<file path="src/source/vga_params.svh">
// vga raster timing, background pattern geometry and sprite size for 640x480 at 25 MHz
`ifndef VGA_PARAMS_SVH
`define VGA_PARAMS_SVH

// horizontal timing in pixel slots, visible part first and then front porch, sync, back porch
`define VGA_H_ACTIVE 640
`define VGA_H_FRONT  16
`define VGA_H_SYNC   96
`define VGA_H_BACK   48

// vertical timing counted in whole lines
`define VGA_V_ACTIVE 480
`define VGA_V_FRONT  10
`define VGA_V_SYNC   2
`define VGA_V_BACK   33

// full line and frame lengths, 800 slots and 525 lines for this mode
`define VGA_H_TOTAL (`VGA_H_ACTIVE + `VGA_H_FRONT + `VGA_H_SYNC + `VGA_H_BACK)
`define VGA_V_TOTAL (`VGA_V_ACTIVE + `VGA_V_FRONT + `VGA_V_SYNC + `VGA_V_BACK)

// eight colour bars share the visible line evenly
`define VGA_BAR_WIDTH 80

// checker squares are 2**shift pixels on a side
// the square parity is read straight from this bit of x and y
`define VGA_CHECK_SHIFT 5

// sprite rectangle size in pixels
`define VGA_SPRITE_W 32
`define VGA_SPRITE_H 32

`endif
</file>
<file path="src/source/vga_pixel_pkg.sv">
// colour and background pattern selection types for the vga pixel sources and mixer
package vga_pixel_pkg;

	// one colour channel, the DAC takes four bits per channel
	typedef logic [3:0] chan_t;

	// a 12 bit pixel colour
	// r sits in the top nibble so a hex literal reads as 12'hRGB
	typedef struct packed {
		chan_t r;
		chan_t g;
		chan_t b;
	} rgb_t;

	// background pattern chosen by the host
	typedef enum logic [1:0] {
		// eight vertical colour bars, black on the left and white on the right
		PAT_BARS    = 2'd0,
		// black and white squares
		PAT_CHECKER = 2'd1,
		// the whole screen in solid_color
		PAT_SOLID   = 2'd2,
		// background off, only the sprite shows
		PAT_OFF     = 2'd3
	} pattern_mode_e;

endpackage

</file>
<file path="src/source/vga_timing_pkg.sv">
// raster position and timing types passed from the sync generator down the pixel pipeline
package vga_timing_pkg;

	// a column or row index, wide enough for the 800 slot line and the 525 line frame
	typedef logic [9:0] coord_t;

	// one pixel slot of the raster as seen by every stage
	// px_en marks the clk on which a stage may load, the other fields
	// only mean something while it is high
	typedef struct packed {
		// this clk is a pixel slot
		logic   px_en;
		// current column and row
		coord_t x;
		coord_t y;
		// inside the 640x480 visible area
		logic   active;
		// sync windows, active high
		logic   hsync;
		logic   vsync;
		// first slot of pixel 0,0 so a new frame begins here
		logic   frame_start;
	} raster_t;

endpackage

</file>
<file path="src/source/vga_display_top.sv">
// vga display top that joins the sync generator, the two pixel sources and the mixer
module vga_display_top
	import vga_timing_pkg::*;
	import vga_pixel_pkg::*;
(
	input  logic          clk,
	input  logic          rst,
	input  pattern_mode_e pattern_mode,
	input  rgb_t          solid_color,
	input  coord_t        sprite_x,
	input  coord_t        sprite_y,
	input  rgb_t          sprite_color,
	output rgb_t          rgb,
	output logic          hsync,
	output logic          vsync,
	output logic          de
);

	// raster straight from the counters
	raster_t raster;
	// raster one slot later, aligned with both pixel source results
	raster_t bg_raster;
	rgb_t    bg_rgb;
	rgb_t    spr_rgb;
	logic    spr_hit;

	vga_sync_gen u_sync_gen (
		.clk    (clk),
		.rst    (rst),
		.raster (raster)
	);

	bar_pattern_gen u_bar_pattern_gen (
		.clk          (clk),
		.rst          (rst),
		.raster       (raster),
		.pattern_mode (pattern_mode),
		.solid_color  (solid_color),
		.bg_rgb       (bg_rgb),
		.bg_raster    (bg_raster)
	);

	// the sprite sees the same raster as the bar stage and loads on the same slots
	sprite_box_gen u_sprite_box_gen (
		.clk          (clk),
		.rst          (rst),
		.raster       (raster),
		.sprite_x     (sprite_x),
		.sprite_y     (sprite_y),
		.sprite_color (sprite_color),
		.spr_rgb      (spr_rgb),
		.spr_hit      (spr_hit)
	);

	pixel_mixer u_pixel_mixer (
		.clk       (clk),
		.rst       (rst),
		.bg_rgb    (bg_rgb),
		.spr_rgb   (spr_rgb),
		.bg_raster (bg_raster),
		.spr_hit   (spr_hit),
		.rgb       (rgb),
		.hsync     (hsync),
		.vsync     (vsync),
		.de        (de)
	);

endmodule

</file>
<file path="src/source/pixel_mixer.sv">
// pixel mixer that lays the sprite over the background, blanks and registers the vga outputs
module pixel_mixer
	import vga_timing_pkg::*;
	import vga_pixel_pkg::*;
(
	input  logic    clk,
	input  logic    rst,
	input  rgb_t    bg_rgb,
	input  rgb_t    spr_rgb,
	input  raster_t bg_raster,
	input  logic    spr_hit,
	output rgb_t    rgb,
	output logic    hsync,
	output logic    vsync,
	output logic    de
);

	rgb_t sel_rgb;
	rgb_t pix_next;

	// the sprite always wins where it is hit
	assign sel_rgb = spr_hit ? spr_rgb : bg_rgb;

	// monitors expect black in the porches and sync, otherwise they
	// take the blanking level wrong and the picture looks washed out
	assign pix_next = bg_raster.active ? sel_rgb : rgb_t'('0);

	// the pixel sources both loaded on the previous slot,
	// so their results are stable by the time this slot comes round
	always_ff @(posedge clk or posedge rst) begin
		if (rst) begin
			rgb   <= '0;
			hsync <= 1'b0;
			vsync <= 1'b0;
			de    <= 1'b0;
		end else if (bg_raster.px_en) begin
			rgb   <= pix_next;
			// syncs get the same two slot delay as the colour
			hsync <= bg_raster.hsync;
			vsync <= bg_raster.vsync;
			de    <= bg_raster.active;
		end
	end

	// no colour ever leaks outside the visible area
	a_blank: assert property (@(posedge clk) disable iff (rst)
		!de |-> (rgb == rgb_t'('0)));

endmodule

</file>
<file path="src/source/sprite_box_gen.sv">
// sprite generator that draws one solid rectangle latched at each frame start
`include "vga_params.svh"

module sprite_box_gen
	import vga_timing_pkg::*;
	import vga_pixel_pkg::*;
(
	input  logic    clk,
	input  logic    rst,
	input  raster_t raster,
	input  coord_t  sprite_x,
	input  coord_t  sprite_y,
	input  rgb_t    sprite_color,
	output rgb_t    spr_rgb,
	output logic    spr_hit
);

	coord_t lat_x;
	coord_t lat_y;
	rgb_t   lat_color;
	coord_t cur_x;
	coord_t cur_y;
	rgb_t   cur_color;
	coord_t dx;
	coord_t dy;
	logic   latch_now;
	logic   hit_x;
	logic   hit_y;

	// host inputs are sampled once per frame so the box never tears mid frame
	assign latch_now = raster.px_en & raster.frame_start;

	// pixel 0,0 already has to use the values being latched in its own slot
	assign cur_x     = latch_now ? sprite_x : lat_x;
	assign cur_y     = latch_now ? sprite_y : lat_y;
	assign cur_color = latch_now ? sprite_color : lat_color;

	// offset into the box, the lower bound check keeps a wrapped difference out
	assign dx    = raster.x - cur_x;
	assign dy    = raster.y - cur_y;
	assign hit_x = (raster.x >= cur_x) && (dx < coord_t'(`VGA_SPRITE_W));
	assign hit_y = (raster.y >= cur_y) && (dy < coord_t'(`VGA_SPRITE_H));

	always_ff @(posedge clk or posedge rst) begin
		if (rst) begin
			lat_x   <= '0;
			lat_y   <= '0;
			spr_hit <= 1'b0;
		end else begin
			if (latch_now) begin
				lat_x <= sprite_x;
				lat_y <= sprite_y;
			end
			// hit lines up with the background colour of the same slot
			if (raster.px_en) begin
				spr_hit <= hit_x & hit_y;
			end
		end
	end

	// sprite colour is latched with the position and copied out on every slot
	always_ff @(posedge clk) begin
		if (latch_now) begin
			lat_color <= sprite_color;
		end
		if (raster.px_en) begin
			spr_rgb <= cur_color;
		end
	end

	// the latched position may only move in the slot of pixel 0,0
	a_pos_hold: assert property (@(posedge clk) disable iff (rst)
		!(raster.px_en && (raster.x == '0) && (raster.y == '0)) |=>
		$stable(lat_x) && $stable(lat_y));

endmodule

</file>
<file path="src/source/bar_pattern_gen.sv">
// background pattern generator for colour bars, checkerboard or a solid colour
`include "vga_params.svh"

module bar_pattern_gen
	import vga_timing_pkg::*;
	import vga_pixel_pkg::*;
(
	input  logic          clk,
	input  logic          rst,
	input  raster_t       raster,
	input  pattern_mode_e pattern_mode,
	input  rgb_t          solid_color,
	output rgb_t          bg_rgb,
	output raster_t       bg_raster
);

	// bar n lights red for bit 2, green for bit 1 and blue for bit 0
	localparam rgb_t BAR_TABLE [8] = '{
		12'h000, 12'h00F, 12'h0F0, 12'h0FF,
		12'hF00, 12'hF0F, 12'hFF0, 12'hFFF
	};

	coord_t bar_num;
	logic   check_odd;
	rgb_t   bg_next;
	logic   en_d1;

	// past column 639 the index runs beyond 7 but those pixels are blanked later
	assign bar_num   = raster.x / coord_t'(`VGA_BAR_WIDTH);
	assign check_odd = raster.x[`VGA_CHECK_SHIFT] ^ raster.y[`VGA_CHECK_SHIFT];

	always_comb begin
		case (pattern_mode)
			PAT_BARS:    bg_next = BAR_TABLE[bar_num[2:0]];
			PAT_CHECKER: bg_next = check_odd ? rgb_t'('1) : rgb_t'('0);
			PAT_SOLID:   bg_next = solid_color;
			default:     bg_next = '0;
		endcase
	end

	// the delayed raster keeps its own slot enable two clks behind the source,
	// same phase as the sync generator so the mixer loads on the next slot
	always_ff @(posedge clk or posedge rst) begin
		if (rst) begin
			en_d1     <= 1'b0;
			bg_raster <= '0;
		end else begin
			en_d1 <= raster.px_en;
			if (raster.px_en) begin
				bg_raster <= raster;
			end
			// overrides the px_en field copied above
			bg_raster.px_en <= en_d1;
		end
	end

	// colour only ever moves together with the raster fields loaded above
	always_ff @(posedge clk) begin
		if (raster.px_en) begin
			bg_rgb <= bg_next;
		end
	end

endmodule

</file>
<file path="src/source/vga_sync_gen.sv">
// vga sync generator that paces pixel slots, counts column and row and decodes sync windows
`include "vga_params.svh"

module vga_sync_gen
	import vga_timing_pkg::*;
(
	input  logic    clk,
	input  logic    rst,
	output raster_t raster
);

	localparam int H_TOTAL      = `VGA_H_TOTAL;
	localparam int V_TOTAL      = `VGA_V_TOTAL;
	// sync windows start after the visible part and the front porch
	localparam int H_SYNC_START = `VGA_H_ACTIVE + `VGA_H_FRONT;
	localparam int H_SYNC_END   = H_SYNC_START + `VGA_H_SYNC;
	localparam int V_SYNC_START = `VGA_V_ACTIVE + `VGA_V_FRONT;
	localparam int V_SYNC_END   = V_SYNC_START + `VGA_V_SYNC;

	coord_t  x_next;
	coord_t  y_next;
	logic    line_end;
	logic    frame_end;
	raster_t raster_next;

	assign line_end  = (raster.x == coord_t'(H_TOTAL - 1));
	assign frame_end = (raster.y == coord_t'(V_TOTAL - 1));

	// the counters step at the end of each pixel slot
	// so in the idle clk between slots they already hold the next pixel
	always_comb begin
		x_next = raster.x;
		y_next = raster.y;
		if (raster.px_en) begin
			if (line_end) begin
				x_next = '0;
				// row moves on only when the column wraps
				if (frame_end) begin
					y_next = '0;
				end else begin
					y_next = raster.y + 1'b1;
				end
			end else begin
				x_next = raster.x + 1'b1;
			end
		end
	end

	// everything is decoded from the next counter values and registered with them,
	// that way the flags always describe the same pixel as x and y
	always_comb begin
		// the 50 MHz clk is halved by simply toggling the slot enable
		raster_next.px_en       = ~raster.px_en;
		raster_next.x           = x_next;
		raster_next.y           = y_next;
		raster_next.active      = (x_next < coord_t'(`VGA_H_ACTIVE)) &&
		                          (y_next < coord_t'(`VGA_V_ACTIVE));
		raster_next.hsync       = (x_next >= coord_t'(H_SYNC_START)) &&
		                          (x_next < coord_t'(H_SYNC_END));
		raster_next.vsync       = (y_next >= coord_t'(V_SYNC_START)) &&
		                          (y_next < coord_t'(V_SYNC_END));
		// only flag the slot itself and not the idle clk in front of it
		raster_next.frame_start = ~raster.px_en && (x_next == '0) && (y_next == '0);
	end

	// after reset the first slot comes one clk later and shows pixel 0,0
	always_ff @(posedge clk or posedge rst) begin
		if (rst) begin
			raster <= '0;
		end else begin
			raster <= raster_next;
		end
	end

	// column stays inside the 800 slot line
	a_x_range: assert property (@(posedge clk) disable iff (rst)
		raster.x <= coord_t'(H_TOTAL - 1));

	// row stays inside the 525 line frame
	a_y_range: assert property (@(posedge clk) disable iff (rst)
		raster.y <= coord_t'(V_TOTAL - 1));

	// slots never come back to back, downstream stages rely on the idle clk
	a_px_en_gap: assert property (@(posedge clk) disable iff (rst)
		raster.px_en |=> !raster.px_en);

endmodule

</file>
<file path="config.mk">
export PLATFORM = sky130hd
export DESIGN_NAME = vga_display_top
export DESIGN_NICKNAME = d
export VERILOG_FILES = /design/src/source/vga_pixel_pkg.sv /design/src/source/vga_timing_pkg.sv /design/src/source/vga_display_top.sv /design/src/source/pixel_mixer.sv /design/src/source/sprite_box_gen.sv /design/src/source/bar_pattern_gen.sv /design/src/source/vga_sync_gen.sv
export VERILOG_INCLUDE_DIRS = /design/src /design/src/source
export SDC_FILE = /design/constraint.sdc
export NUM_CORES = 1
export LEC_CHECK = 0
export BUFFER_PORTS_ARGS = -buffer_cell sky130_fd_sc_hd__buf_4
export CAP_MARGIN = 25
export CORE_MARGIN = 3
export CORE_UTILIZATION = 55
export CTS_CLUSTER_SIZE = 20
export DETAILED_ROUTE_END_ITERATION = 7
export GPL_ROUTABILITY_DRIVEN = 0
export HOLD_SLACK_MARGIN = 0.08
export PLACE_DENSITY = 0.74
export SYNTH_ARGS = -nofsm -noshare
export SYNTH_HDL_FRONTEND = slang
export SYNTH_HIERARCHICAL = 1
export SYNTH_SLANG_ARGS = --single-unit
</file>
<file path="constraint.sdc">
create_clock -name clk -period 5.15 [get_ports clk]
set_clock_uncertainty 0.05 [all_clocks]
set_input_delay 0 -clock clk [delete_from_list [all_inputs] [get_ports clk]]
set_output_delay 0 -clock clk [all_outputs]
set_load 0.01 [all_outputs]
</file>
Word level (Yosys, flattened, before mapping)
Memories as Yosys holds them, arrays and structs flattened.
Cells that the tools add are included.
{"block": "totals", "ff_bits": 102, "mem_bits_ro": 96, "inputBits": 48, "output_inout_bits": 15, "elab_cells": 80, "n_memories": 1}
{"memory": "(name not given)", "depth": 8, "word_bits": 12, "read_ports": 1, "rd_clocked_by_memory_dff": 0, "wr": 0, "line": "bar_pattern_gen.sv:34", "text": "PAT_BARS: bg_next = BAR_TABLE[bar_num[2:0]];"}
{"block": "op_classes", "n_addsub": 4, "div_mod_pow": 1, "order_cmp": 11, "n_eq_ne": 4, "mux": 14, "bitwise": 5, "n_reduce_logical": 10}
{"operator": "$mux W12", "count": 6}
{"operator": "$mux W10", "count": 7}
{"operator": "$pmux W12 S3", "count": 1}
{"operator": "$add A10 B1 Y10 const B", "count": 2}
{"operator": "$eq A10 B10 Y1 const B", "count": 2}
{"operator": "$ge A10 B10 Y1", "count": 2}
{"operator": "$logic_not A10 Y1", "count": 2}
{"operator": "$lt A10 B10 Y1 const B", "count": 2}
{"operator": "$lt A10 B6 Y1 const B", "count": 2}
{"operator": "$lt A10 B9 Y1 const B", "count": 2}
{"operator": "$sub A10 B10 Y10", "count": 2}
{"operator": "$div A10 B7 Y10 const B", "count": 1}
{"operator": "$ge A10 B10 Y1 const B", "count": 1}
{"operator": "$ge A10 B9 Y1 const B", "count": 1}
{"operator": "$logic_and A1 B1 Y1", "count": 7}
{"operator": "$ge A4 B4 Y1 const B", "count": 1}
{"operator": "$not A3 Y4", "count": 1}
{"operator": "$and A1 B1 Y1", "count": 2}
{"operator": "$eq A2 B1 Y1 const B", "count": 1}
{"operator": "$eq A2 B2 Y1 const B", "count": 1}
{"operator": "$logic_not A2 Y1", "count": 1}
{"operator": "$not A1 Y1", "count": 1}
{"operator": "$xor A1 B1 Y1", "count": 1}

Depth between registers and ports, before layout
{"block": "depth", "ltp_word": 6, "mapped_depth": 12, "ltp_nobuf": 11}

Cells and area by module
Netlist, hierarchy kept.
{"module": "sprite_box_gen", "n_inst": 1, "cells_per_inst": 213, "area_each_um2": 2359.8}
{"module": "bar_pattern_gen", "n_inst": 1, "cells_per_inst": 134, "area_each_um2": 1741.7}
{"module": "vga_sync_gen", "n_inst": 1, "cells_per_inst": 149, "area_each_um2": 1423.9}
{"module": "pixel_mixer", "n_inst": 1, "cells_per_inst": 61, "area_each_um2": 685.7}

Worst setup path before layout
OpenSTA, ideal clock, no wires.
{"block": "synth_timing", "path_kind": "flip-flop to flip-flop", "from": "reg, netlist name u_sync_gen/raster[24]", "to": "reg u_sprite_box_gen.spr_hit", "setup_time_ns": 0.095, "arrival_time_ns": 3.443, "t_required_ns": 5.005, "slack_ns": 1.562, "path_stages_with_launch": 12, "period_less_slack_ns": 3.588, "cell_sequence": "dfrtp_1 nand2_1 buf_1 mux2i_1 ha_1 clkbuf_1 nand2_1 or4_1 a31o_1 mux2i_1 nand4_1 o31ai_1"}
{"block": "synth_via", "elab_chain_len": 6, "word_cells_on_any_way": 12}
{"element": "$and A1 B1 Y1", "line": "sprite_box_gen.sv:31", "text": "assign latch_now = raster.px_en & raster.frame_start;"}
{"element": "$mux W10 (on tied branches)", "line": "sprite_box_gen.sv:34, sprite_box_gen.sv:35"}
{"element": "$sub A10 B10 Y10 (on tied branches)", "line": "sprite_box_gen.sv:39, sprite_box_gen.sv:40"}
{"element": "$lt A10 B6 Y1 (on tied branches)", "line": "sprite_box_gen.sv:41, sprite_box_gen.sv:42"}
{"element": "$logic_and A1 B1 Y1 (on tied branches)", "line": "sprite_box_gen.sv:41, sprite_box_gen.sv:42"}
{"element": "$and A1 B1 Y1", "line": "sprite_box_gen.sv:56", "text": "spr_hit <= hit_x & hit_y;"}
{"element": "to (signal assigned)", "line": "sprite_box_gen.sv:56"}
{"element": "to (decl)", "line": "sprite_box_gen.sv:15", "text": "output logic spr_hit"}
Parallel ways exist; a longest one is shown, timed or not.
A chain may end at the register's enable or synchronous reset.

Worst setup path after layout
{"block": "layout_timing", "from": "reg, netlist name u_sync_gen/raster[24]", "to": "reg u_sprite_box_gen.spr_hit"}
{"block": "layout_via", "elab_chain_len": 6, "word_cells_on_any_way": 12}
{"element": "$and A1 B1 Y1 *", "line": "sprite_box_gen.sv:31"}
{"element": "$mux W10 *", "line": "sprite_box_gen.sv:35", "text": "assign cur_y = latch_now ? sprite_y : lat_y;"}
{"element": "named net u_sprite_box_gen.cur_y[3]", "line": "sprite_box_gen.sv:22", "text": "coord_t cur_y;"}
{"element": "$sub A10 B10 Y10", "line": "sprite_box_gen.sv:40", "text": "assign dy = raster.y - cur_y;"}
{"element": "$lt A10 B6 Y1", "line": "sprite_box_gen.sv:42", "text": "assign hit_y = (raster.y >= cur_y) && (dy < coord_t'(`VGA_SPRITE_H));"}
{"element": "$logic_and A1 B1 Y1 *", "line": "sprite_box_gen.sv:42"}
{"element": "$and A1 B1 Y1 *", "line": "sprite_box_gen.sv:56"}
The timed path passes the listed nets; every way through them passes the cells marked *.

==> out/qor.yml <==
worst_setup_path:
  crit_required_ps: 5380
  arrival_ps: 3760
  crit_path_end_kind: "register"
  path_class: "register to register"
  startpoint: "u_sync_gen/raster[24]$_DFF_PP0_"
  worstRegToRegCells: 13
  r2r-start: "u_sync_gen/raster[24]$_DFF_PP0_"
  start_kind: "register"
  crit_fanout: 42
logic_synthesis:
  avgSynthCellArea_sq_um: 10.6
  syn_inst: 514
  yosysWarnings: 6
  synthesis.area_sq_um: 5440
  synth_nets: 583
route:
  drtIter0Drc: 348
  ant_nets: 0
  vias: 4380
  wl_per_cell_um: 17.3
  viasPerCell: 5.74
  first_pass_iters: 5
  drc: 0
  drt-total-wl_um: 13200
cts:
  cts_tree: "done"
  cts_sinks: 102
  path_clk_slew_ps: 100
  root_buffer: "clkbuf_8"
  htreeDepth: 3
  cts.path.max_buffers: 2
  cts_buffers: 9
  clk_latency_ps: 370
grt:
  grt_pass1_vias: 4327
  grt_usage_pct: 24.2
  grt_pass1_wl_um: 21500
  antenna_found_initial: 0
  grt_overflow: 0
  grt_max_degree: 43
pwr:
  power.density_nw_per_um2: 216
  p_leak_nw: 3.11
  irDropWorstVdd_mv: 0.210
floorplan:
  die_y_um: 105
  fp.dieW_um: 105
  die_area_sq_um: 11100
  initial_core_util_pct: 57.8
  row_count: 35
  core-area_sq_um: 9420
  io_pins: 63
timing:
  timing.fmax_mhz: 283
  slew_viol_final: 0
  maxSlewHeadroom_pct: 42.8
  setup_tns_ps: 0
  holdWs_ps: 85.7
  fin_crit_ps: 3540
  timing.final.crit_share_pct: 68.7
  hold_violations: 0
  setup_violations: 0
  rsz0062_at_grt: "false"
  worst_slew_pin_slew_ps: 858
layout:
  n_antenna_cell: 0
  area_growth_pct: 24.5
  fillers: 655
  drive_gt1_share_pct: 19.9
  final_nets: 698
placed_design:
  hpwlAfterDp_um: 8560
  io_buffers: 62
status:
  outcome: "finished clean"
run:
  drv_cap: 0
worst_hold_path:
  hold_class: "input pin to asynchronous set/reset pin"
power by group:
part | switching [mW] | internal [mW] | total (mW)
registers | 0.00341 | 0.838 | 0.841
logic | 0.0615 | 0.0812 | 0.143
clock network | 0.293 | 0.185 | 0.478
stage by stage:
stage	setup slack, ps	area (sq um)	util [%]	std cells	power [mW]
after detailed placement	1700	5960	63.3	686	0.959
after global routing	1290	6780	72.0	763	1.53
after floorplan	1560	5440	-	514	0.913
final	1610	6780	72.0	763	1.46
after CTS	1670	6750	71.7	762	1.47
after global placement	1780	5960	63.3	686	0.955
cell usage in the layout (no fill, tap or decap), drive strengths merged, types with 15 or more instances in the layout:
cell type and instances:
nand2 42, ha 21, dlygate4sd3 60, dfrtp 66, inv 60, mux2i 26
nor3 15, buf 65, a21oi 16, edfxtp 24, o21ai 22, mux2 25
what timing repair did:
action                                 CTS  global route
buffers inserted                         0             0
resized for setup                        0             0
setup endpoints to repair                0             0
endpoints found under the hold margin  122             0
hold buffers                            60             0
final cells by class:
class	count	area, sq um	share of cell area [%]
sequential	102	2610	38.6
multi-input combinational	334	2500	36.8
timing repair buffer	125	1110	16.4
inverter	57	214	3.16
tap	129	161	2.38
clock buffer	10	128	1.88
clock inverter	6	56.3	0.831
flip-flops by register name, indices dropped and copies added (netlist names):
register                     flops
u_sprite_box_gen/lat_color      12
u_bar_pattern_gen/bg_rgb        12
u_sprite_box_gen/spr_rgb        12
u_pixel_mixer/hsync              1
u_sprite_box_gen/lat_y          10
u_pixel_mixer/de                 1
u_sprite_box_gen/lat_x          10
u_sprite_box_gen/spr_hit         1
u_pixel_mixer/vsync              1
u_pixel_mixer/rgb               12
u_bar_pattern_gen/en_d1          1
u_sync_gen/raster               25
u_bar_pattern_gen/bg_raster      4
critical path: stages (launching register included):
cell      delay, ps
dfrtp_1         370
buf_4           280
nand2_1         120
buf_4           440
mux2_2          400
inv_1            60
ha_1            240
a21oi_1         210
nand2_1          60
nand3b_1        190
a221oi_1        440
nor3b_1         260
o21ai_0         120
o31ai_1         200
layer usage:
| layer | vias to the layer above | routed length (um) | global-route usage (%) |
|---|---|---|---|
| li1 | 2080 | - | - |
| met1 | 2136 | 5580 | 31.1 |
| met2 | 140 | 6670 | 42.3 |
| met3 | 24 | 749 | 4.04 |
| met4 | 0 | 202 | 6.29 |
| met5 | - | 0 | 0 |
path summary, 6_finish.rpt:
kind                                                             end  slack (ps)
max                             u_sprite_box_gen/spr_hit$_DFFE_PP0P_        1610
min                                  u_sync_gen/raster[15]$_DFF_PP0_          90
max reg2reg                     u_sprite_box_gen/spr_hit$_DFFE_PP0P_        1610
min reg2reg                u_bar_pattern_gen/bg_raster[24]$_DFF_PP0_         320
max in group asynchronous        u_sprite_box_gen/lat_y[2]$_DFF_PP0_        4150
min in group clk               u_bar_pattern_gen/bg_rgb[0]$_DFFE_PP_          90
(Power assumes the default switching activity.)
